[config.mk]
export PLATFORM = sky130hd
export DESIGN_NAME = ps2_rx
export DESIGN_NICKNAME = d
export VERILOG_FILES = /design/src/ps2/ps2_rx.sv
export SDC_FILE = /design/constraint.sdc
export NUM_CORES = 1
export LEC_CHECK = 0
export BUFFER_PORTS_ARGS = -buffer_cell sky130_fd_sc_hd__buf_2
export CORE_ASPECT_RATIO = 1.25
export CORE_MARGIN = 10
export CORE_UTILIZATION = 40
export CTS_BUF_LIST = sky130_fd_sc_hd__clkbuf_8
export DETAILED_ROUTE_END_ITERATION = 10
export GPL_TIMING_DRIVEN = 0
export PLACE_DENSITY = 0.68
export SLEW_MARGIN = 20
export SYNTH_ARGS = -nofsm -noshare
export SYNTH_HDL_FRONTEND = slang
export SYNTH_SLANG_ARGS = --single-unit
[constraint.sdc]
create_clock -name clk -period 2.98 [get_ports clk]
set_input_delay 0.298 -clock clk [delete_from_list [all_inputs] [get_ports clk]]
set_output_delay 0.298 -clock clk [all_outputs]
set_load 0.005 [all_outputs]
[src/ps2/ps2_rx.sv]
`timescale 1ns/1ps

module ps2_rx #(
    parameter int PS2_SYNC_STAGES = 2
) (
    input  logic       clk,
    input  logic       rst,
    input  logic       ps2_clk,
    input  logic       ps2_data,
    output logic       byte_valid,
    output logic [7:0] byte_data
);

    // Clocks without a keyboard edge before a partial frame is dropped
    localparam int IDLE_W = 12;

    logic [PS2_SYNC_STAGES-1:0] clk_sync;
    logic [PS2_SYNC_STAGES-1:0] data_sync;
    logic                       clk_prev;
    logic                       clk_fall;
    logic                       data_bit;
    logic                       frame_ok;
    logic [3:0]                 bit_cnt;
    logic [9:0]                 shreg;
    logic [IDLE_W-1:0]          idle_cnt;

    ////////////////////////////////////////
    // Synchronizers and edge detect
    ////////////////////////////////////////

    always_ff @(posedge clk) begin
        if (rst) begin
            clk_sync  <= '1;
            data_sync <= '1;
            clk_prev  <= 1'b1;
        end else begin
            clk_sync[0]  <= ps2_clk;
            data_sync[0] <= ps2_data;
            for (int i = 1; i < PS2_SYNC_STAGES; i++) begin
                clk_sync[i]  <= clk_sync[i-1];
                data_sync[i] <= data_sync[i-1];
            end
            clk_prev <= clk_sync[PS2_SYNC_STAGES-1];
        end
    end

    // Keyboard changes data on the rising edge, so sample on the falling one
    assign clk_fall = clk_prev & ~clk_sync[PS2_SYNC_STAGES-1];
    assign data_bit = data_sync[PS2_SYNC_STAGES-1];

    // Start low, stop high, odd parity over data plus parity bit
    assign frame_ok = ~shreg[0] & data_bit & (^shreg[9:1]);

    ////////////////////////////////////////
    // Bit counter and frame check
    ////////////////////////////////////////

    always_ff @(posedge clk) begin
        if (rst) begin
            bit_cnt    <= '0;
            idle_cnt   <= '0;
            byte_valid <= 1'b0;
        end else begin
            byte_valid <= 1'b0;
            if (clk_fall) begin
                idle_cnt <= '0;
                if (bit_cnt == 4'd10) begin
                    bit_cnt    <= '0;
                    byte_valid <= frame_ok;
                end else begin
                    bit_cnt <= bit_cnt + 4'd1;
                end
            end else if (bit_cnt != '0) begin
                // Stuck mid-frame, resync on the next start bit
                if (&idle_cnt) begin
                    bit_cnt  <= '0;
                    idle_cnt <= '0;
                end else begin
                    idle_cnt <= idle_cnt + 1'b1;
                end
            end
        end
    end

    // LSB first, start bit ends up in shreg[0]
    always_ff @(posedge clk) begin
        if (clk_fall) begin
            shreg <= {data_bit, shreg[9:1]};
            if (bit_cnt == 4'd10)
                byte_data <= shreg[8:1];
        end
    end

endmodule

==> results by group <==
Finish
  – Area growth from synthesis to layout: 15.1%
  – FILL cells: 349
  – N_diodes: 0
  – Util after Layout: 48.0%
  – NumNets Final: 159
  – Layout cells sized above 1: 19.7%

Clock network
  – Post-CTS Hold Buffers: 0
  – Clk sinks: 40
  – CTS tree: yes
  – Cells resized by post-CTS repair: 0
  – CTS buffer count: 5
  – Worst-path clk slew: 0.07 ns
  – H-tree Lvls: 2
  – Postcts setup bufs: 0
  – Clock buffer depth: 2
  – Clk Latency, worst-skew pair: 0.29 ns
  – Clock Tree Root: clkbuf_8

Power
  – Leakage: 0.655 nW
  – PwrDens: 574 nW/um^2
  – VDD IR max: 0.306 mV

Floorplan
  – Die area: 6880 sq um
  – I/O pins: 13
  – # rows: 25
  – Starting Density: 41.7%
  – Die Span Y: 90.2 microns
  – Core Box Area: 3780 sq um
  – Die Width: 76.2 microns

Routing
  – Vias: 976
  – Antenna Nets Post-Route: 0
  – Via density: 4.74
  – Iter 0 DRT Violations: 42
  – Router iterations before antenna repair: 4
  – Avg WL per Cell: 12.0 microns
  – Final WL: 2480 microns
  – DRC violations left: 0

Synth
  – Seq cells post-synth: 40
  – Post-synth ARST share: 0%
  – Post-Syn Instances: 132
  – Count leader, synth: dfxtp_1
  – Yosys top cell area share: 34.2%
  – Synth top cells by count: 22 x dfxtp_1, 18 x edfxtp_1, 16 x nor2_1
  – Cell area after synthesis: 1580 sq um
  – Syn. warnings: 0
  – Syn_area_per_cell: 12.0 sq um
  – Syn nets: 140
  – Number of synthesized flops with an enable pin: 18
  – Sequential-to-total area share from yosys stat: 62.1%
  – Count of cell types in the netlist: 29
  – Synth Flop Type: dfxtp_1
  – Area contributors post-synth: edfxtp_1 34%, dfxtp_1 28%, xor2_1 5.0%
  – Post-synth top area cell: edfxtp_1

Timing
  – Final Max Slew Viols: 0
  – Fmax: 540 MHz
  – Final Hold Vio Count: 0
  – Setup_tns: 0 ns
  – Post-route clock skew: 0.00476 ns
  – Min Tclk post-route: 1.85 ns
  – Unrepaired setup endpoints after global routing: no
  – Measured slew at the worst slew-check pin: 0.728 ns
  – Slew HR: 51.3%
  – Endpoints failing setup: 0
  – Crit share post-route: 62.2%

Placement
  – Port Buf Inserts: 12
  – Gpl congestion: 0.839
  – Hpwl dp: 1800 microns

Critical path
  – CP Capture Type: flip-flop
  – Crit path DAT: 2.07 ns
  – CP top delay family: simple AND/OR/NAND/NOR gates
  – Slowest cell on the critical path: or3_4
  – Crit path buffers/inverters: 1
  – Reg2reg path depth: 6
  – Max incr delay on CP: 0.41 ns
  – FF-to-FF End: idle_cnt[11]
  – CP required: 3.20 ns
  – Reg-to-Reg Start: bit_cnt[0]
  – Setup CP Type: flip-flop to flip-flop
  – Crit-path max FO: 7
  – Cell Chain, Critical Path: inv_1 > ha_1 > nor3b_2 > or3_4 > or3_1 > a21oi_2
  – R2R setup slack: 1.13 ns
  – CP Launch Type: flip-flop

Hold path
  – Hold depth: 2
  – Worst Hold Path EP: data_sync[0]
  – Critical hold path startpoint: ps2_data
  – Worst hold path class: input pin to flip-flop

Global routing
  – Initial antenna violation count: 0
  – GR Overflow Total: 0
  – First-pass GRT wire length: 4440 microns
  – Tot GR Track Use: 7.85%
  – Vias in the first global route: 997
  – Pin count of the biggest net entering global routing: 14

Flow run
  – Max-Cap Viols: 0

Run status
  – Status: completed
## layer usage
metal / global-route usage, % / vias to the layer above / share of wire [%]
li1: - / 498 / -
met5: 0 / - / 0
met4: 4.35 / 0 / 1.9
met3: 3.69 / 7 / 5.7
met2: 13.4 / 14 / 49
met1: 7.68 / 457 / 43
## flip-flops by register name, summed over array words and instances, names as in the netlist
name        count
byte_valid      1
clk_sync        2
bit_cnt         4
shreg          10
idle_cnt       12
data_sync       2
clk_prev        1
byte_data       8
## how the worst max path moves through the flow
| stage | from | endpoint | slack [ns] | depth (start not counted) |
|---|---|---|---|---|
| CTS | bit_cnt[0] | idle_cnt[11] | 1.12 | 6 |
| detailed placement | bit_cnt[0] | idle_cnt[11] | 1.14 | 6 |
| global placement | bit_cnt[0] | idle_cnt[11] | 1.19 | 6 |
| global route | idle_cnt[0] | bit_cnt[2] | 1.00 | 5 |
| floorplan | bit_cnt[0] | idle_cnt[11] | 1.26 | 6 |
| finish | bit_cnt[0] | idle_cnt[11] | 1.13 | 6 |
## cell type report
cell class	count	area, sq um	share of cell area (%)
inverters	4	15.0	0.826
multi-input cells	87	579	31.9
clock buffers	5	68.8	3.79
well taps	54	67.6	3.72
repair buffers	12	60.1	3.30
flip-flops and latches	40	981	54.0
plain buffers	1	3.75	0.206
clock inverters	3	42.5	2.34
## placed cells by master (no fill, tap or decap), types with 2 or more instances in the layout
cell type and instances:
a21oi_1 2, a22o_1 2, and2_1 2, and4_1 2, buf_2 12, clkbuf_8 5, dfxtp_1 22, edfxtp_1 18
ha_1 4, inv_1 4, nand2_1 8, nand2b_1 2, nand3_1 6, nand4_1 6, nor2_1 16, nor4_1 2
o21ai_0 5, or2_2 5, xnor2_1 6, xor2_1 9
## through the flow
| step | power, W | std cells | setup WS, ns | hold WS (ns) | instance area [sq um] |
|---|---|---|---|---|---|
| finish | 0.00104 | 206 | 1.13 | 0.191 | 1820 |
| global route | 0.00108 | 206 | 1.00 | 0.182 | 1820 |
| CTS | 0.00106 | 206 | 1.12 | 0.182 | 1820 |
| detailed placement | 0.000632 | 198 | 1.14 | 0.399 | 1710 |
| global placement | 0.000631 | 198 | 1.19 | 0.395 | 1710 |
| floorplan | 0.000622 | 132 | 1.26 | 0.389 | 1580 |
## worst reg2reg max path: cells and delay by family, from the launching register on
kind	cells	cell delay (ns)
buffers and inverters	1	0.09
AOI/OAI and AO/OA	1	0.14
adders and majority gates	1	0.21
DFF	1	0.36
and+or+nand+nor	3	0.99
## where the power goes
part / switching, W / total [W] / internal (W)
sequential: 0.00000543 / 0.000584 / 0.000579
clock: 0.000178 / 0.000425 / 0.000247
combinational: 0.0000189 / 0.0000344 / 0.0000156
total: 0.000202 / 0.00104 / 0.000842
## kinds of logic (layout without fill, tap and decap cells)
group / count (synthesis) / after routing / synth area share (%)
flops: 40 / 40 / 62.1
xor+xnor: 16 / 16 / 9.75
compound gates: 11 / 11 / 4.44
simple gates: 56 / 56 / 19.3
buf+inv: 5 / 25 / 1.19
fa+ha+maj: 4 / 4 / 3.17
Note: power is estimated with default switching activity, not from simulation.
