File: config.mk
export PLATFORM = sky130hd
export DESIGN_NAME = keymap_translator
export DESIGN_NICKNAME = d
export VERILOG_FILES = /design/src/common/speccy_kbd_pkg.sv /design/src/keymap/keymap_translator.sv
export SDC_FILE = /design/constraint.sdc
export NUM_CORES = 1
export LEC_CHECK = 0
export BUFFER_PORTS_ARGS = -buffer_cell sky130_fd_sc_hd__buf_2
export CAP_MARGIN = 20
export CORE_MARGIN = 2
export CORE_UTILIZATION = 30
export CTS_CLUSTER_DIAMETER = 80
export DETAILED_ROUTE_END_ITERATION = 10
export MAX_ROUTING_LAYER = met4
export PLACE_DENSITY_LB_ADDON = 0.3
export SYNTH_ARGS = -nofsm -noshare
export SYNTH_HDL_FRONTEND = slang
export SYNTH_SLANG_ARGS = --single-unit
export TNS_END_PERCENT = 100
File: constraint.sdc
create_clock -name clk -period 4.88 [get_ports clk]
set_input_delay 0.976 -clock clk [delete_from_list [all_inputs] [get_ports clk]]
set_output_delay 0.976 -clock clk [all_outputs]
set_load 0.01 [all_outputs]
File: src/common/speccy_kbd_pkg.sv
package speccy_kbd_pkg;

    ////////////////////////////////////////
    // Keymap geometry
    ////////////////////////////////////////

    // Modifier state, extended flag and scan code
    localparam int KEYMAP_ADDR_W = 12;
    localparam int KEYMAP_DEPTH  = 1 << KEYMAP_ADDR_W;
    localparam int KEYMAP_DATA_W = 32;

    // PS/2 prefix bytes
    localparam logic [7:0] PS2_PREFIX_EXT = 8'hE0;
    localparam logic [7:0] PS2_PREFIX_REL = 8'hF0;

    ////////////////////////////////////////
    // Keymap word
    ////////////////////////////////////////

    typedef struct packed {
        // One bit per half-row touched by the key
        logic [7:0] key_row;
        // Column bits, active high in the map
        logic [4:0] key_col;
        logic [2:0] key_mod;
        // Master reset, user reset, NMI
        logic [2:0] key_sig;
        // Up, down, left, right, fire
        logic [4:0] key_joy;
        logic [7:0] key_tog;
    } keymap_entry_t;

    ////////////////////////////////////////
    // Key event from the framer
    ////////////////////////////////////////

    typedef struct packed {
        logic [7:0] scan;
        logic       extended;
        logic       released;
    } key_event_t;

    ////////////////////////////////////////
    // Wishbone classic request, host side
    ////////////////////////////////////////

    typedef struct packed {
        logic                     cyc;
        logic                     stb;
        logic                     we;
        logic [KEYMAP_ADDR_W-1:0] adr;
        logic [KEYMAP_DATA_W-1:0] dat_w;
    } wb_req_t;

endpackage

File: src/keymap/keymap_translator.sv
`timescale 1ns/1ps

module keymap_translator
    import speccy_kbd_pkg::*;
(
    input  logic                     clk,
    input  logic                     rst,
    input  logic                     ev_valid,
    input  key_event_t               ev,
    output logic [KEYMAP_ADDR_W-1:0] lookup_addr,
    input  keymap_entry_t            lookup_data,
    input  logic [7:0]               sp_row,
    output logic [4:0]               sp_col,
    output logic                     master_reset,
    output logic                     user_reset,
    output logic                     user_nmi,
    output logic [4:0]               joy,
    output logic [7:0]               user_toggles
);

    typedef enum logic [1:0] {
        CLEAN,
        IDLE,
        ADDR,
        XLATE
    } state_t;

    state_t          state;
    // Half-rows, active low like the real matrix
    logic [7:0][4:0] rows;
    logic [2:0]      mods;
    logic [2:0]      sig;
    logic            rel_q;

    assign {master_reset, user_reset, user_nmi} = sig;

    ////////////////////////////////////////
    // Lookup sequence
    ////////////////////////////////////////

    always_ff @(posedge clk) begin
        if (rst) begin
            state        <= CLEAN;
            rows         <= '1;
            mods         <= '0;
            sig          <= '0;
            joy          <= '0;
            user_toggles <= '0;
        end else begin
            case (state)
                CLEAN: begin
                    rows         <= '1;
                    mods         <= '0;
                    sig          <= '0;
                    joy          <= '0;
                    user_toggles <= '0;
                    state        <= IDLE;
                end
                IDLE: begin
                    if (ev_valid)
                        state <= ADDR;
                end
                // RAM output registers this cycle
                ADDR: begin
                    state <= XLATE;
                end
                XLATE: begin
                    for (int r = 0; r < 8; r++) begin
                        if (lookup_data.key_row[r]) begin
                            if (rel_q)
                                rows[r] <= rows[r] | lookup_data.key_col;
                            else
                                rows[r] <= rows[r] & ~lookup_data.key_col;
                        end
                    end
                    // Release clears what the press set
                    if (rel_q) begin
                        mods         <= mods & ~lookup_data.key_mod;
                        sig          <= sig & ~lookup_data.key_sig;
                        joy          <= joy & ~lookup_data.key_joy;
                        user_toggles <= user_toggles & ~lookup_data.key_tog;
                    end else begin
                        mods         <= mods | lookup_data.key_mod;
                        sig          <= sig | lookup_data.key_sig;
                        joy          <= joy | lookup_data.key_joy;
                        user_toggles <= user_toggles | lookup_data.key_tog;
                    end
                    state <= IDLE;
                end
                default: begin
                    state <= CLEAN;
                end
            endcase
        end
    end

    // Address uses the modifiers held at event time
    always_ff @(posedge clk) begin
        if (state == IDLE && ev_valid) begin
            lookup_addr <= {mods, ev.extended, ev.scan};
            rel_q       <= ev.released;
        end
    end

    ////////////////////////////////////////
    // CPU side column read
    ////////////////////////////////////////

    // Several selected rows read as their AND
    always_comb begin
        sp_col = '1;
        for (int r = 0; r < 8; r++) begin
            if (!sp_row[r])
                sp_col &= rows[r];
        end
    end

endmodule

==> run_results.csv, run 1 <==
group,metric,value,unit
run_status,status,"finished clean",
place,dp.cells,484,
floorplanning,rows,36,
finish,nets,418,
timing,max_slew_margin,0.323,
drt,vias_per_cell,5.12,
timing,skew,0.00765,ns
global_route,grt_first_pass_wirelength,13100,µm
floorplanning,die_x,104,µm
setup_path,crit_top_cell,"buf_2",
timing,slew_violations,0,
clocking,cts_buffer_depth,2,
clocking,root_buffer,"clkbuf_8",
logic_synthesis,avgSynthCellArea,10.5,µm²
clocking,cts_resized,0,
pwr,power_density,439,nW/µm²
global_route,grt_remaining_overflow,0,
setup_path,crit_slowest_cell,"nor4_1",
finish,antennaDiodeCount,0,
place,portBuffers,85,
finish,fin_util,0.385,
setup_path,crit_family,"simple AND/OR/NAND/NOR gates",
logic_synthesis,ys_seq_elements,74,
timing,hold_viol_final,0,
global_route,antenna_found_initial,0,
timing,fmax,349,MHz
setup_path,critPathArrivalTime,1.89,ns
place,gp_congestion,0.884,
setup_path,critical_path_peak_fanout,5,
drt,wirelength,8140,µm
clocking,clkLatencyLatePin,0.34,ns
clocking,clock-sinks,74,
drt,dr.pass1.iters,4,
drt,drc,0,
timing,worst_slew_pin_slew,1.02,ns
logic_synthesis,synthTopCellsByArea,"dfxtp_1, a221o_1, edfxtp_1",
setup_path,cp_num_buf_inv,2,
logic_synthesis,synth_top_area_share,0.411,
timing,min_period,2.87,ns
setup_path,cp_data_required_time,3.90,ns
pwr,vdd_ir_drop_max,0.132,mV
setup_path,worstPathCellList,"buf_2 > o22ai_1 > nor4_1 > buf_2",
finish,drive_gt1_frac,0.298,
logic_synthesis,yosysTopAreaCell,"dfxtp_1",
logic_synthesis,synth_flop_cell,"dfxtp_1",
pwr,leakage,0.00148,µW
logic_synthesis,synth_area,2970,µm²
finish,seqCellArea,1610,µm²
floorplanning,die_h,104,µm
finish,multiInputGateArea,1270,µm²
finish,syn_to_final_growth,25.4,%
drt,routedWlPerCell,16.3,µm
global_route,grt_pass1_vias,2526,
place,place_hpwl,5490,µm
timing,rsz0062_at_grt,"no",
drt,num_vias,2554,
global_route,grt_start_max_net_pins,44,
clocking,cts_setup_buffers,0,
logic_synthesis,ys.warnings.count,0,
setup_path,critPathMaxStageDelay,0.45,ns
logic_synthesis,ys_seq_area_frac,0.542,
timing,period_share,0.587,
clocking,cts_hold_buf,0,
logic_synthesis,async_flop_share,0,
clocking,htree_levels,3,
global_route,grt_usage,0.159,
floorplanning,die_area,10700,µm²
logic_synthesis,synth.distinct_cells,22,
floorplanning,io_pins,86,
job,maxCapViolCount,0,
logic_synthesis,synth_fp_nets,340,
clocking,cts_tree,"done",
setup_path,crit_path_end_kind,"primary output",
floorplanning,coreArea,9680,µm²
setup_path,path_class,"in2out",
setup_path,critPathLaunchType,"primary input",
drt,ant_nets,0,
drt,drtIter0Drc,144,
floorplanning,initial_utilization,0.307,
finish,fin_cells,499,
logic_synthesis,synth-edff-count,13,
finish,nFillCells,990,
clocking,clk_pin_slew_worst_paths,0.08,ns
timing,setup_tns,0,ns
logic_synthesis,synthCells,284,
worst_hold_path,hold_path.class,"reg2reg",
clocking,cts_buffers,9,
timing,finalSetupViolCount,0,
## worst paths after layout
check | from | end | slack (ns) | cells after the start
worst max-delay path | sp_row[6] | sp_col[3] | 2.01 | 4
worst min-delay path | mods[1] | lookup_addr[10] | 0.44 | 0
worst max register to register | state[0] | user_toggles[2] | 2.79 | 4
worst min register to register | mods[1] | lookup_addr[10] | 0.44 | 0
## routing by layer
layer  global-route usage  routed length, µm
met4               0.0608                159
met5                    -                  0
met3               0.0541                517
met1                0.190               3590
met2                0.250               3880
## where the power goes
group / internal (µW) / switching (µW)
combinational: 139 / 205
sequential: 686 / 44.1
clock: 330 / 233
total: 1150 / 482
## flip-flops by register name, indices dropped and copies added, names as in the netlist
signal,count
user_toggles,8
state,2
lookup_addr,12
rows,40
rel_q,1
joy,5
mods,3
sig,3
## cells in the final DEF, fill, tap and decap left out
| cell type | Yosys | final |
|---|---|---|
| mux2_2 | 4 | 4 |
| dfxtp_1 | 61 | 61 |
| clkbuf_16 | 0 | 3 |
| edfxtp_1 | 13 | 13 |
| and2_1 | 1 | 1 |
| o21bai_2 | 1 | 1 |
| nand2_1 | 50 | 50 |
| a211oi_1 | 19 | 19 |
| buf_2 | 1 | 85 |
| bufinv_16 | 0 | 1 |
| mux2i_1 | 1 | 1 |
| clkinv_4 | 0 | 1 |
| nor2_1 | 20 | 20 |
| nor4_1 | 5 | 5 |
| a21oi_1 | 1 | 1 |
| nor2b_1 | 20 | 20 |
| nand2b_1 | 1 | 1 |
| a221o_1 | 40 | 40 |
| inv_6 | 0 | 1 |
| clkbuf_8 | 0 | 9 |
| ha_1 | 3 | 3 |
| inv_1 | 2 | 2 |
| mux2_4 | 4 | 4 |
| o22ai_1 | 20 | 20 |
## Yosys cell counts (all sizes together) (2+ instances only)
cell,instances
ha,3
dfxtp,61
nand2,50
nor2,20
a211oi,19
inv,2
edfxtp,13
mux2,8
buf,8
nor2b,20
nor4,5
o22ai,20
a221o,40
clkbuf,10
## final cells by class
type	instances	area share
Clock inverter	3	0.0128
Inverter	2	0.00201
Timing Repair Buffer	85	0.114
Tap cell	133	0.0447
Multi-Input combinational cell	190	0.340
Sequential cell	74	0.433
Clock buffer	12	0.0534
## cells by family (layout without fill, tap and decap cells)
kind of cell	after synthesis	in the layout	share of synthesized area
AND/OR/NAND/NOR	97	97	0.145
AO/OA/AOI/OAI	81	81	0.230
adder cells (fa/ha/maj)	3	3	0.0126
multiplexers	9	9	0.0387
buffers and inverters	20	102	0.0307
flip-flops	74	74	0.542
## stage by stage
stage / power, µW / cell area [µm²] / hold WS [ns] / setup slack (ns)
2_1_floorplan: 961 / 2970 / 0.409 / 2.42
3_3_place_gp: 1080 / 3480 / 0.417 / 2.02
3_5_place_dp: 1090 / 3480 / 0.422 / 2.03
4_1_cts: 1660 / 3730 / 0.443 / 2.02
5_1_grt: 1730 / 3730 / 0.454 / 2.00
6_report: 1640 / 3730 / 0.438 / 2.01
Note: power is estimated with default switching activity, not from simulation.
==> inputs of run 2 (changes only) <==
ABC_AREA = 1   (was default)
clock period = 2.4 ns   (was 4.88 ns; I/O delays follow)
==> run 2 against run 1 <==
  * Wire length rose by 31%
  * Via count rose by 42%
  * Hold slack got worse by 0.12 ns
  * Synthesized cell count rose by 77%
  * Sequential power rose by 120%
  * Final cell count rose by 47%
  * Largest cell class is now multi-input gates
==> run_results.csv, run 2 <==
group,metric,value,unit
logic_synthesis,synth-edff-count,13,
logic_synthesis,async_flop_share,0,
setup_path,critical_path_depth,5,
clocking,cts_resized,0,
setup_path,crit_top_cell,"nor2_1",
setup_path,critPathMaxStageDelay,0.35,ns
global_route,grt_pass1_vias,3473,
setup_path,timing.rr.start,"state[1]",
setup_path,cp_data_required_time,1.92,ns
setup_path,crit_path_end_kind,"primary output",
global_route,grt_usage,0.176,
timing,fmax,547,MHz
setup_path,crit_slowest_cell,"dfxtp_1",
place,gp_congestion,0.885,
drt,num_vias,3619,
logic_synthesis,synth_area,3510,µm²
logic_synthesis,ys_seq_elements,74,
timing,setup_tns,0,ns
pwr,power_density,972,nW/µm²
clocking,clk_pin_slew_worst_paths,0.06,ns
logic_synthesis,synth_flop_cell,"dfxtp_1",
clocking,clkLatencyLatePin,0.33,ns
setup_path,critPathArrivalTime,1.35,ns
logic_synthesis,ys.warnings.count,0,
logic_synthesis,synth_top_area_share,0.347,
logic_synthesis,synthTopCellsByCount,"nand2_1, nand3_1, nor2_1",
floorplanning,rows,39,
timing,min_period,1.83,ns
place,dp.cells,716,
timing,skew,0.00354,ns
finish,layout_common_cells,"nand2_1, nand3_1, buf_2",
pwr,total_power,4230,µW
logic_synthesis,avgSynthCellArea,6.97,µm²
logic_synthesis,synthTopCellsByArea,"dfxtp_1, nand3_1, nand2_1",
setup_path,worstPathCellList,"nor2_1 > nor2_1 > nand2_1 > nor2_1 > buf_2",
setup_path,critPathLaunchType,"flip-flop",
timing,slew_violations,0,
pwr,leakage,0.00217,µW
floorplanning,die_area,12600,µm²
finish,final_common_cell,"nand2_1",
place,portBuffers,85,
global_route,antenna_found_initial,1,
finish,largest_register,"rows",
global_route,grt_first_pass_wirelength,17100,µm
logic_synthesis,synth_fp_nets,560,
clocking,cts_buffers,9,
drt,dr.pass1.iters,5,
timing,period_share,0.762,
clocking,root_buffer,"clkbuf_16",
place,place_hpwl,7070,µm
finish,syn_to_final_growth,23.9,%
setup_path,critical_path_peak_fanout,3,
floorplanning,die_h,112,µm
timing,finalSetupViolCount,0,
logic_synthesis,ys_seq_area_frac,0.459,
clocking,cts_hold_buf,0,
setup_path,cp_num_buf_inv,1,
setup_path,path_class,"reg2out",
finish,largest_reg_flops,40,
finish,fin_cells,733,
drt,drc,0,
clocking,cts_setup_buffers,0,
drt,wirelength,10600,µm
timing,hold_viol_final,0,
logic_synthesis,synth.distinct_cells,17,
floorplanning,coreArea,11400,µm²
finish,reg_top3,"rows x40, lookup_addr x12, user_toggles x8",
run_status,status,"finished clean",
timing,worst_slew_pin_slew,0.648,ns
finish,seqCellArea,1610,µm²
pwr,vdd_ir_drop_max,0.563,mV
finish,nFillCells,1229,
logic_synthesis,yosysTopAreaCell,"dfxtp_1",
drt,drtIter0Drc,348,
clocking,htree_levels,3,
setup_path,r2r_cells,7,
drt,vias_per_cell,4.94,
timing,max_slew_margin,0.568,
clocking,cts_buffer_depth,2,
worst_hold_path,hold_path.class,"in2reg",
floorplanning,die_x,112,µm
finish,fin_util,0.381,
finish,drive_gt1_frac,0.177,
drt,ant_nets,0,
finish,multiInputGateArea,1690,µm²
finish,nets,640,
logic_synthesis,synth.most_common_cell,"nand2_1",
global_route,grt_start_max_net_pins,49,
setup_path,r2r_end,"rows[26]",
clocking,cts_tree,"done",
global_route,grt_remaining_overflow,0,
drt,routedWlPerCell,14.5,µm
floorplanning,initial_utilization,0.308,
job,maxCapViolCount,0,
logic_synthesis,synthCells,504,
setup_path,rrSetupSlack,0.65,ns
timing,rsz0062_at_grt,"no",
floorplanning,io_pins,86,
clocking,clock-sinks,74,
setup_path,critPathCapture,"sp_col[1]",
setup_path,cp-startpoint,"rows[1]",
setup_path,crit_family,"simple AND/OR/NAND/NOR gates",
## run 2: cell count changes after synthesis, sizes merged, moves of 8 or more
cell / previous run / this run
nand3: 0 / 139
nor2: 20 / 75
mux2: 8 / 0
and3: 0 / 12
inv: 2 / 26
nor2b: 20 / 0
nand2: 50 / 146
a221o: 40 / 0
a211oi: 19 / 1
o22ai: 20 / 0
buf: 8 / 16
## run 2: worst reg2reg max path, delay by kind of cell (launching register included)
kind / cells / cell delay, ns
DFF: 1 / 0.37
buffers and inverters: 2 / 0.48
adders and majority gates: 1 / 0.27
and+or+nand+nor: 4 / 0.49
## run 2: kinds of logic (layout without fill, tap and decap cells)
kind of cell | Yosys count | after routing | share of synthesized area
other | 0 | 1 | 0
and+or+nand+nor | 372 | 372 | 0.456
adders and majority gates | 3 | 3 | 0.0107
AOI/OAI and AO/OA | 9 | 9 | 0.0135
DFF | 74 | 74 | 0.459
buffers and inverters | 46 | 131 | 0.0612
## run 2: final cells by class
type / count / area share
Clock inverter: 7 / 0.0192
Tap cell: 143 / 0.0411
Inverter: 26 / 0.0224
Sequential cell: 74 / 0.370
Antenna cell: 1 / 0.000575
Clock buffer: 9 / 0.0517
Timing Repair Buffer: 89 / 0.107
Multi-Input combinational cell: 384 / 0.388
## run 2: how the worst min path moves through the flow
| stage | cells past startpoint | endpoint | startpoint |
|---|---|---|---|
| 2_1_floorplan | 0 | lookup_addr[10] | mods[1] |
| 3_3_place_gp | 0 | lookup_addr[11] | mods[2] |
| 3_5_place_dp | 0 | lookup_addr[9] | mods[0] |
| 4_1_cts | 1 | lookup_addr[0] | ev[2] |
| 5_1_grt | 1 | lookup_addr[8] | ev[1] |
| 6_report | 1 | lookup_addr[0] | ev[2] |
## run 2: where the power goes
part	leakage [µW]	switching [µW]	internal, µW	total [µW]
clock	0.000148	521	897	1420
combinational	0.00140	751	435	1190
sequential	0.000623	147	1480	1630
## run 2: routing by layer
metal	share of wire	vias up	GRT usage
li1	-	1813	-
met5	0	-	-
met1	0.45	1650	0.220
met4	0.020	0	0.0488
met2	0.44	140	0.272
met3	0.087	16	0.0610
## run 2: metrics by stage
step | hold slack, ns | setup WS [ns] | cell area (µm²)
finish | 0.317 | 0.571 | 4360
floorplan | 0.408 | 1.04 | 3510
CTS | 0.306 | 0.621 | 4350
detailed placement | 0.424 | 0.680 | 4040
global route | 0.300 | 0.470 | 4360
global placement | 0.414 | 0.716 | 4040
