--- config.mk ---
export PLATFORM = sky130hd
export DESIGN_NAME = scancode_framer
export DESIGN_NICKNAME = d
export VERILOG_FILES = /design/src/common/speccy_kbd_pkg.sv /design/src/design/scancode_framer.sv
export SDC_FILE = /design/constraint.sdc
export NUM_CORES = 1
export LEC_CHECK = 0
export ABC_AREA = 0
export BUFFER_PORTS_ARGS = -buffer_cell sky130_fd_sc_hd__buf_2
export CORE_AREA = 4 4 41 43
export DETAILED_ROUTE_END_ITERATION = 16
export DIE_AREA = 0 0 45 47
export GPL_ROUTABILITY_DRIVEN = 0
export GPL_TIMING_DRIVEN = 0
export PLACE_DENSITY = 0.6
export SETUP_SLACK_MARGIN = 0.4
export SLEW_MARGIN = 5
export SYNTH_ARGS = -nofsm -noshare
export SYNTH_HDL_FRONTEND = slang
export SYNTH_SLANG_ARGS = --single-unit
--- constraint.sdc ---
create_clock -name clk -period 2.2 [get_ports clk]
set_clock_uncertainty 0.1 [all_clocks]
set_input_delay 0.44 -clock clk [delete_from_list [all_inputs] [get_ports clk]]
set_output_delay 0.44 -clock clk [all_outputs]
set_load 0.05 [all_outputs]
--- src/common/speccy_kbd_pkg.sv ---
package speccy_kbd_pkg;

    ////////////////////////////////////////
    // Keymap geometry
    ////////////////////////////////////////

    // Modifier state, extended flag and scan code
    localparam int KEYMAP_ADDR_W = 12;
    localparam int KEYMAP_DEPTH  = 1 << KEYMAP_ADDR_W;
    localparam int KEYMAP_DATA_W = 32;

    // PS/2 prefix bytes
    localparam logic [7:0] PS2_PREFIX_EXT = 8'hE0;
    localparam logic [7:0] PS2_PREFIX_REL = 8'hF0;

    ////////////////////////////////////////
    // Keymap word
    ////////////////////////////////////////

    typedef struct packed {
        // One bit per half-row touched by the key
        logic [7:0] key_row;
        // Column bits, active high in the map
        logic [4:0] key_col;
        logic [2:0] key_mod;
        // Master reset, user reset, NMI
        logic [2:0] key_sig;
        // Up, down, left, right, fire
        logic [4:0] key_joy;
        logic [7:0] key_tog;
    } keymap_entry_t;

    ////////////////////////////////////////
    // Key event from the framer
    ////////////////////////////////////////

    typedef struct packed {
        logic [7:0] scan;
        logic       extended;
        logic       released;
    } key_event_t;

    ////////////////////////////////////////
    // Wishbone classic request, host side
    ////////////////////////////////////////

    typedef struct packed {
        logic                     cyc;
        logic                     stb;
        logic                     we;
        logic [KEYMAP_ADDR_W-1:0] adr;
        logic [KEYMAP_DATA_W-1:0] dat_w;
    } wb_req_t;

endpackage

--- src/design/scancode_framer.sv ---
`timescale 1ns/1ps

module scancode_framer
    import speccy_kbd_pkg::*;
(
    input  logic       clk,
    input  logic       rst,
    input  logic       byte_valid,
    input  logic [7:0] byte_data,
    output logic       ev_valid,
    output key_event_t ev
);

    logic ext_pend;
    logic rel_pend;
    logic is_ext;
    logic is_rel;
    logic is_code;

    assign is_ext  = (byte_data == PS2_PREFIX_EXT);
    assign is_rel  = (byte_data == PS2_PREFIX_REL);
    assign is_code = byte_valid & ~is_ext & ~is_rel;

    // Prefix flags live until the next code byte
    always_ff @(posedge clk) begin
        if (rst) begin
            ext_pend <= 1'b0;
            rel_pend <= 1'b0;
            ev_valid <= 1'b0;
        end else begin
            ev_valid <= is_code;
            if (byte_valid) begin
                if (is_ext) begin
                    ext_pend <= 1'b1;
                end else if (is_rel) begin
                    rel_pend <= 1'b1;
                end else begin
                    ext_pend <= 1'b0;
                    rel_pend <= 1'b0;
                end
            end
        end
    end

    // Event payload
    always_ff @(posedge clk) begin
        if (is_code) begin
            ev.scan     <= byte_data;
            ev.extended <= ext_pend;
            ev.released <= rel_pend;
        end
    end

endmodule

==> metrics.txt, run 1 <==
# TYPE chip_impl_metric gauge
chip_impl_info{name="layout.cells.most_common",value="buf_2"} 1
chip_impl_metric{name="setup_total_negative_slack",unit="ns"} 0
chip_impl_metric{name="wl_per_cell",unit="µm"} 11.2
chip_impl_metric{name="number_of_diodes_added_for_antenna_fixing",unit=""} 0
chip_impl_metric{name="grt_first_pass_wirelength",unit="µm"} 1020
chip_impl_metric{name="post_cts_buffers",unit=""} 0
chip_impl_metric{name="critPathMaxFanout",unit=""} 1
chip_impl_metric{name="setup_violations",unit=""} 0
chip_impl_info{name="end_kind",value="output port"} 1
chip_impl_metric{name="cts.path.max_buffers",unit=""} 2
chip_impl_info{name="path_cells",value="buf_2"} 1
chip_impl_metric{name="synthCells",unit=""} 23
chip_impl_info{name="cpLargestDelayFamily",value="flip-flops"} 1
chip_impl_metric{name="avgViaCountPerCell",unit=""} 4.30
chip_impl_metric{name="clock_tree.htree_level_count",unit=""} 1
chip_impl_metric{name="final_min_period_over_clock_period",unit="%"} 63.7
chip_impl_metric{name="yosysSeqAreaShare",unit="%"} 82.8
chip_impl_metric{name="synthToLayoutAreaGrowth",unit="%"} 34.8
chip_impl_metric{name="synth_fp_nets",unit=""} 34
chip_impl_metric{name="power_density",unit="nW/µm²"} 887
chip_impl_metric{name="layoutNonFillerInstCount",unit=""} 63
chip_impl_info{name="setup_repair_after_global_routing_missed_its_margin",value="no"} 1
chip_impl_metric{name="gr-total-overflow",unit=""} 0
chip_impl_metric{name="path_buf_inv",unit=""} 1
chip_impl_metric{name="p_leak",unit="nW"} 0.257
chip_impl_metric{name="synthesis.yosys.warnings",unit=""} 0
chip_impl_metric{name="die_area",unit="µm²"} 2120
chip_impl_metric{name="dieWidth",unit="µm"} 45
chip_impl_metric{name="num-fill-cells",unit=""} 131
chip_impl_info{name="synth_area_leaders",value="edfxtp_1 69%, dfxtp_1 14%, a31oi_4 4.9%"} 1
chip_impl_metric{name="drive_gt1_share",unit="%"} 56.3
chip_impl_metric{name="avgSynthCellArea",unit="µm²"} 18.9
chip_impl_metric{name="p_int",unit="µW"} 370
chip_impl_metric{name="drt_iter0_markers",unit=""} 0
chip_impl_metric{name="clock_sink_count",unit=""} 13
chip_impl_metric{name="drtAntennaViolNets",unit=""} 0
chip_impl_metric{name="share_of_power_burned_in_registers",unit="%"} 54.8
chip_impl_metric{name="starting_density",unit="%"} 33.5
chip_impl_metric{name="critical-path-max-stage-delay",unit="ns"} 0.37
chip_impl_metric{name="slew_viol_final",unit=""} 0
chip_impl_metric{name="numPlacedInstances",unit=""} 59
chip_impl_info{name="worst_setup_path_start_kind",value="flip-flop"} 1
chip_impl_metric{name="slew_headroom",unit="%"} 70.8
chip_impl_metric{name="max-cap-violations",unit=""} 0
chip_impl_metric{name="totalWireLength",unit="µm"} 708
chip_impl_metric{name="part_of_the_power_in_the_clock_network",unit="%"} 27.5
chip_impl_metric{name="ctsHoldBuffers",unit=""} 0
chip_impl_metric{name="die_y",unit="µm"} 47
chip_impl_metric{name="largest_net_degree_at_the_start_of_global_routing",unit=""} 14
chip_impl_info{name="cts_tree",value="done"} 1
chip_impl_info{name="yosys.area.top_type",value="edfxtp_1"} 1
chip_impl_metric{name="yosysUniqueCellTypes",unit=""} 9
chip_impl_metric{name="final_net_count",unit=""} 60
chip_impl_info{name="crit_slowest_cell",value="edfxtp_1"} 1
chip_impl_metric{name="achievable-frequency",unit="MHz"} 713
chip_impl_metric{name="drcViolationCount",unit=""} 0
chip_impl_metric{name="ios",unit=""} 22
chip_impl_metric{name="worst-endpoint-arrival",unit="ns"} 0.86
chip_impl_metric{name="antenna_found_initial",unit=""} 0
chip_impl_metric{name="final_hold_viol_count",unit=""} 0
chip_impl_metric{name="design.core.area",unit="µm²"} 1300
chip_impl_metric{name="via_count_of_the_first_global_routing_pass",unit=""} 247
chip_impl_metric{name="io_buffer_count",unit=""} 21
chip_impl_metric{name="route.vias.total",unit=""} 271
chip_impl_metric{name="post_cts.resized_instances",unit=""} 0
chip_impl_metric{name="clock_pin_slew_of_the_registers_on_the_worst_case_setup_and_hold_paths",unit="ns"} 0.08
chip_impl_metric{name="track_usage",unit="%"} 7.08
chip_impl_metric{name="p_comb_share",unit="%"} 17.7
chip_impl_metric{name="ir_worst_vdd",unit="µV"} 397
chip_impl_info{name="hold_path.class",value="primary input to flip-flop"} 1
chip_impl_info{name="status",value="completed"} 1
chip_impl_metric{name="synth_seq_cells",unit=""} 13
chip_impl_metric{name="switching_share",unit="%"} 29.0
chip_impl_metric{name="p_sw",unit="µW"} 151
chip_impl_metric{name="dr_pass1_iterations",unit=""} 1
chip_impl_metric{name="post-synth-top-area-fraction",unit="%"} 69.0
chip_impl_info{name="layout_common_cells",value="21 x buf_2, 10 x edfxtp_1, 3 x clkbuf_4, 3 x dfxtp_1"} 1
chip_impl_metric{name="numCtsBuffers",unit=""} 3
chip_impl_metric{name="layout_min_cycle_time",unit="ns"} 1.40
chip_impl_metric{name="max_slew.worst_pin.slew",unit="ns"} 0.438
chip_impl_metric{name="floorplan.rows",unit=""} 13
chip_impl_metric{name="critPathRequiredTime",unit="ns"} 1.66
chip_impl_metric{name="mappedNetlistArea",unit="µm²"} 435
chip_impl_metric{name="clk_latency",unit="ns"} 0.27
chip_impl_info{name="criticalPathCategory",value="flip-flop to output port"} 1
chip_impl_info{name="cts_root_buf",value="clkbuf_4"} 1
==> cell usage after synthesis <==
library cell	n
and4bb_1	1
dfxtp_1	3
nor3_1	2
a21oi_1	2
inv_1	2
and2b_1	1
a31oi_4	1
edfxtp_1	10
nor2_2	1
==> path summary, 6_finish.rpt <==
path	start	endpoint	slack (ns)	cells after the start
hold reg to reg	rel_pend$_SDFFE_PP0P_	ev[0]$_DFFE_PP_	0.35	0
setup reg to reg	ext_pend$_SDFFE_PP0P_	ext_pend$_SDFFE_PP0P_	1.49	2
setup / recovery	ev[6]$_DFFE_PP_	ev[6]	0.80	1
hold / removal	rst	ext_pend$_SDFFE_PP0P_	0.25	2
==> metal layers <==
| layer | track usage (%) | share of wire [%] |
|---|---|---|
| met3 | 3.07 | 11 |
| met1 | 8.39 | 41 |
| met5 | 0 | 0 |
| met4 | 3.51 | 0 |
| met2 | 11.0 | 48 |
==> cells by family (layout without fill, tap and decap cells) <==
kind of cell | Yosys count | count (layout) | synth area share, %
flip-flops | 13 | 13 | 82.8
AND/OR/NAND/NOR | 5 | 5 | 8.33
AO/OA/AOI/OAI | 3 | 3 | 7.18
buffers and inverters | 2 | 27 | 1.72
==> power by group through the flow <==
| stage | Sequential, mW | Combinational (mW) | Clock, mW |
|---|---|---|---|
| 3_5_place_dp | 0.291 | 0.0930 | 0 |
| 5_1_grt | 0.287 | 0.0969 | 0.155 |
| 2_1_floorplan | 0.346 | 0.0105 | 0 |
| 4_1_cts | 0.286 | 0.0931 | 0.150 |
| 3_3_place_gp | 0.291 | 0.0923 | 0 |
| 6_report | 0.285 | 0.0919 | 0.143 |
==> metrics by stage <==
step / area (µm²) / hold slack, ns / setup WS, ns / power (mW) / utilization (%)
4_1_cts: 587 / 0.247 / 0.787 / 0.528 / 45.1
3_5_place_dp: 559 / 0.327 / 0.557 / 0.384 / 43.0
2_1_floorplan: 435 / 0.309 / 0.767 / 0.357 / -
5_1_grt: 587 / 0.254 / 0.752 / 0.539 / 45.1
6_report: 587 / 0.255 / 0.798 / 0.521 / 45.1
3_3_place_gp: 559 / 0.316 / 0.569 / 0.383 / 43.0
==> final cells by class <==
class	count	area (µm²)	share of cell area (%)
Clock buffer	3	22.5	3.84
Clock inverter	1	5.00	0.853
Inverter	2	7.51	1.28
Multi-Input combinational cell	8	67.6	11.5
Sequential cell	13	360	61.4
Tap cell	15	18.8	3.20
Timing Repair Buffer	21	105	17.9
==> sequential cells by signal (all words and copies together) (netlist names) <==
register,cells
ev_valid,1
ext_pend,1
ev,10
rel_pend,1
(Power assumes the default switching activity.)
==> run 2, diff against run 1 <==
Settings changed: PLACE_DENSITY 0.6 to 0.62.
Clock period 2.2 ns to 1.2 ns, I/O delays scaled along.
==> metrics.txt, run 2 (same netlist as run 1, synthesis figures left out) <==
# TYPE chip_impl_metric gauge
chip_impl_info{name="hold_path.class",value="primary input to flip-flop"} 1
chip_impl_metric{name="io_buffer_count",unit=""} 21
chip_impl_metric{name="critPathMaxFanout",unit=""} 1
chip_impl_info{name="path_cells",value="buf_6"} 1
chip_impl_metric{name="numPlacedInstances",unit=""} 59
chip_impl_metric{name="part_of_the_power_in_the_clock_network",unit="%"} 25.8
chip_impl_metric{name="num-fill-cells",unit=""} 113
chip_impl_metric{name="p_sw",unit="µW"} 281
chip_impl_metric{name="final_net_count",unit=""} 63
chip_impl_metric{name="p_leak",unit="nW"} 0.303
chip_impl_metric{name="drive_gt1_share",unit="%"} 62.7
chip_impl_metric{name="grt_first_pass_wirelength",unit="µm"} 1100
chip_impl_metric{name="wl_per_cell",unit="µm"} 11.1
chip_impl_metric{name="power_density",unit="nW/µm²"} 1410
chip_impl_metric{name="drtAntennaViolNets",unit=""} 0
chip_impl_metric{name="final_hold_viol_count",unit=""} 0
chip_impl_metric{name="slew_headroom",unit="%"} 86.2
chip_impl_metric{name="cts.path.max_buffers",unit=""} 2
chip_impl_info{name="layout_common_cells",value="17 x buf_6, 10 x edfxtp_1, 7 x buf_2"} 1
chip_impl_metric{name="area.sequential",unit="µm²"} 362
chip_impl_metric{name="setup_total_negative_slack",unit="ns"} 0
chip_impl_info{name="status",value="completed"} 1
chip_impl_metric{name="clock_sink_count",unit=""} 13
chip_impl_metric{name="drt_iter0_markers",unit=""} 1
chip_impl_metric{name="ios",unit=""} 22
chip_impl_metric{name="critPathRequiredTime",unit="ns"} 0.86
chip_impl_metric{name="share_of_power_burned_in_registers",unit="%"} 52.4
chip_impl_metric{name="largest_net_degree_at_the_start_of_global_routing",unit=""} 8
chip_impl_metric{name="p_int",unit="µW"} 733
chip_impl_metric{name="dr_pass1_iterations",unit=""} 2
chip_impl_metric{name="max_slew.worst_pin.slew",unit="ns"} 0.207
chip_impl_info{name="end_kind",value="output port"} 1
chip_impl_metric{name="clock_pin_slew_of_the_registers_on_the_worst_case_setup_and_hold_paths",unit="ns"} 0.07
chip_impl_metric{name="final_cell_area",unit="µm²"} 718
chip_impl_metric{name="synthToLayoutAreaGrowth",unit="%"} 64.9
chip_impl_metric{name="layoutNonFillerInstCount",unit=""} 66
chip_impl_metric{name="clock_tree.htree_level_count",unit=""} 1
chip_impl_metric{name="switching_share",unit="%"} 27.7
chip_impl_metric{name="die_area",unit="µm²"} 2120
chip_impl_info{name="setup_repair_after_global_routing_missed_its_margin",value="yes"} 1
chip_impl_metric{name="design.core.area",unit="µm²"} 1300
chip_impl_metric{name="die_y",unit="µm"} 47
chip_impl_metric{name="final_core_utilization",unit="%"} 55.2
chip_impl_metric{name="worst-endpoint-arrival",unit="ns"} 0.82
chip_impl_metric{name="achievable-frequency",unit="MHz"} 861
chip_impl_metric{name="clk_latency",unit="ns"} 0.27
chip_impl_metric{name="worst_hold_path.num_cells",unit=""} 1
chip_impl_metric{name="p_comb_share",unit="%"} 21.9
chip_impl_metric{name="worst-r2r-cell-count",unit=""} 2
chip_impl_metric{name="track_usage",unit="%"} 7.63
chip_impl_info{name="max_flop_register",value="ev"} 1
chip_impl_metric{name="number_of_diodes_added_for_antenna_fixing",unit=""} 0
chip_impl_metric{name="path_buf_inv",unit=""} 1
chip_impl_info{name="cts_tree",value="done"} 1
chip_impl_metric{name="totalWireLength",unit="µm"} 735
chip_impl_info{name="layout.cells.most_common",value="buf_6"} 1
chip_impl_info{name="worst_setup_path_start_kind",value="flip-flop"} 1
chip_impl_metric{name="via_count_of_the_first_global_routing_pass",unit=""} 273
chip_impl_metric{name="ir_worst_vdd",unit="µV"} 600
chip_impl_metric{name="final_min_period_over_clock_period",unit="%"} 96.8
chip_impl_metric{name="route.vias.total",unit=""} 290
chip_impl_metric{name="largest_register_ffs",unit=""} 10
chip_impl_metric{name="gr-total-overflow",unit=""} 0
chip_impl_metric{name="avgViaCountPerCell",unit=""} 4.39
chip_impl_metric{name="critical_path_cell_count",unit=""} 1
chip_impl_metric{name="slew_viol_final",unit=""} 0
chip_impl_metric{name="numCtsBuffers",unit=""} 3
chip_impl_info{name="criticalPathCategory",value="flip-flop to output port"} 1
chip_impl_metric{name="layout_min_cycle_time",unit="ns"} 1.16
chip_impl_metric{name="detailed_place.area",unit="µm²"} 561
chip_impl_metric{name="drcViolationCount",unit=""} 0
chip_impl_info{name="cts_root_buf",value="clkbuf_4"} 1
chip_impl_metric{name="max-cap-violations",unit=""} 0
chip_impl_metric{name="final.hold.worst_slack",unit="ns"} 0.0435
chip_impl_metric{name="setup_violations",unit=""} 0
chip_impl_metric{name="critical-path-max-stage-delay",unit="ns"} 0.39
chip_impl_metric{name="floorplan.rows",unit=""} 13
chip_impl_info{name="crit_slowest_cell",value="edfxtp_1"} 1
chip_impl_metric{name="combined_area_of_the_multi_input_logic_cells",unit="µm²"} 77.6
chip_impl_metric{name="antenna_found_initial",unit=""} 0
chip_impl_metric{name="starting_density",unit="%"} 33.5
chip_impl_metric{name="dieWidth",unit="µm"} 45
chip_impl_info{name="cpLargestDelayFamily",value="flip-flops"} 1
[run 2: cell types whose count changed in the layout (fill, tap and decap cells not counted), sizes merged]
cell	before	now
clkinv	1	0
clkbuf	3	4
buf	21	24
[run 2: power groups by stage]
stage	registers [mW]	clock network (mW)	logic [mW]
5_1_grt	0.534	0.285	0.231
3_5_place_dp	0.535	0	0.169
2_1_floorplan	0.636	0	0.0192
3_3_place_gp	0.533	0	0.169
6_report	0.531	0.261	0.222
4_1_cts	0.532	0.265	0.222
[run 2: final timing paths]
| path | startpoint | to | slack (ns) |
|---|---|---|---|
| worst max-delay path | ev[1]$_DFFE_PP_ | ev[1] | 0.04 |
| worst min-delay path | byte_data[2] | ev[4]$_DFFE_PP_ | 0.04 |
| worst max register to register | ext_pend$_SDFFE_PP0P_ | ext_pend$_SDFFE_PP0P_ | 0.47 |
| worst min register to register | rel_pend$_SDFFE_PP0P_ | ev[0]$_DFFE_PP_ | 0.34 |
[run 2: area by class of cell]
class | count | area share (%)
flip-flops and latches | 13 | 50.3
inverters | 2 | 1.05
multi-input cells | 8 | 10.8
well taps | 15 | 2.61
clock buffers | 4 | 3.66
repair buffers | 24 | 31.5
[run 2: metal layers]
layer / GRT usage (%) / wire, µm / vias to the layer above
met1: 7.16 / 281 / 138
met2: 13.6 / 384 / 12
met4: 5.26 / 0 / 0
li1: - / - / 140
met3: 3.07 / 68 / 0
met5: 0 / 0 / -
[run 2: stage by stage]
step           worst slack, ns  power (mW)
6_report                0.0387        1.01
5_1_grt               0.000852        1.05
4_1_cts                 0.0210        1.02
3_5_place_dp            -0.208       0.704
3_3_place_gp            -0.215       0.703
2_1_floorplan         -0.00796       0.655
[run 2: what timing repair did]
| item | CTS | global route |
|---|---|---|
| pin swaps | 2 | 1 |
| hold buffers | 0 | 0 |
| setup endpoints to repair | 24 | 24 |
| resized for setup | 30 | 0 |
| setup buffers | 3 | 0 |
[run 2: worst register-to-register path, stage by stage (launching register included)]
cell and delay [ns]:
dfxtp_1 0.32, a21oi_1 0.15, nor3_2 0.05
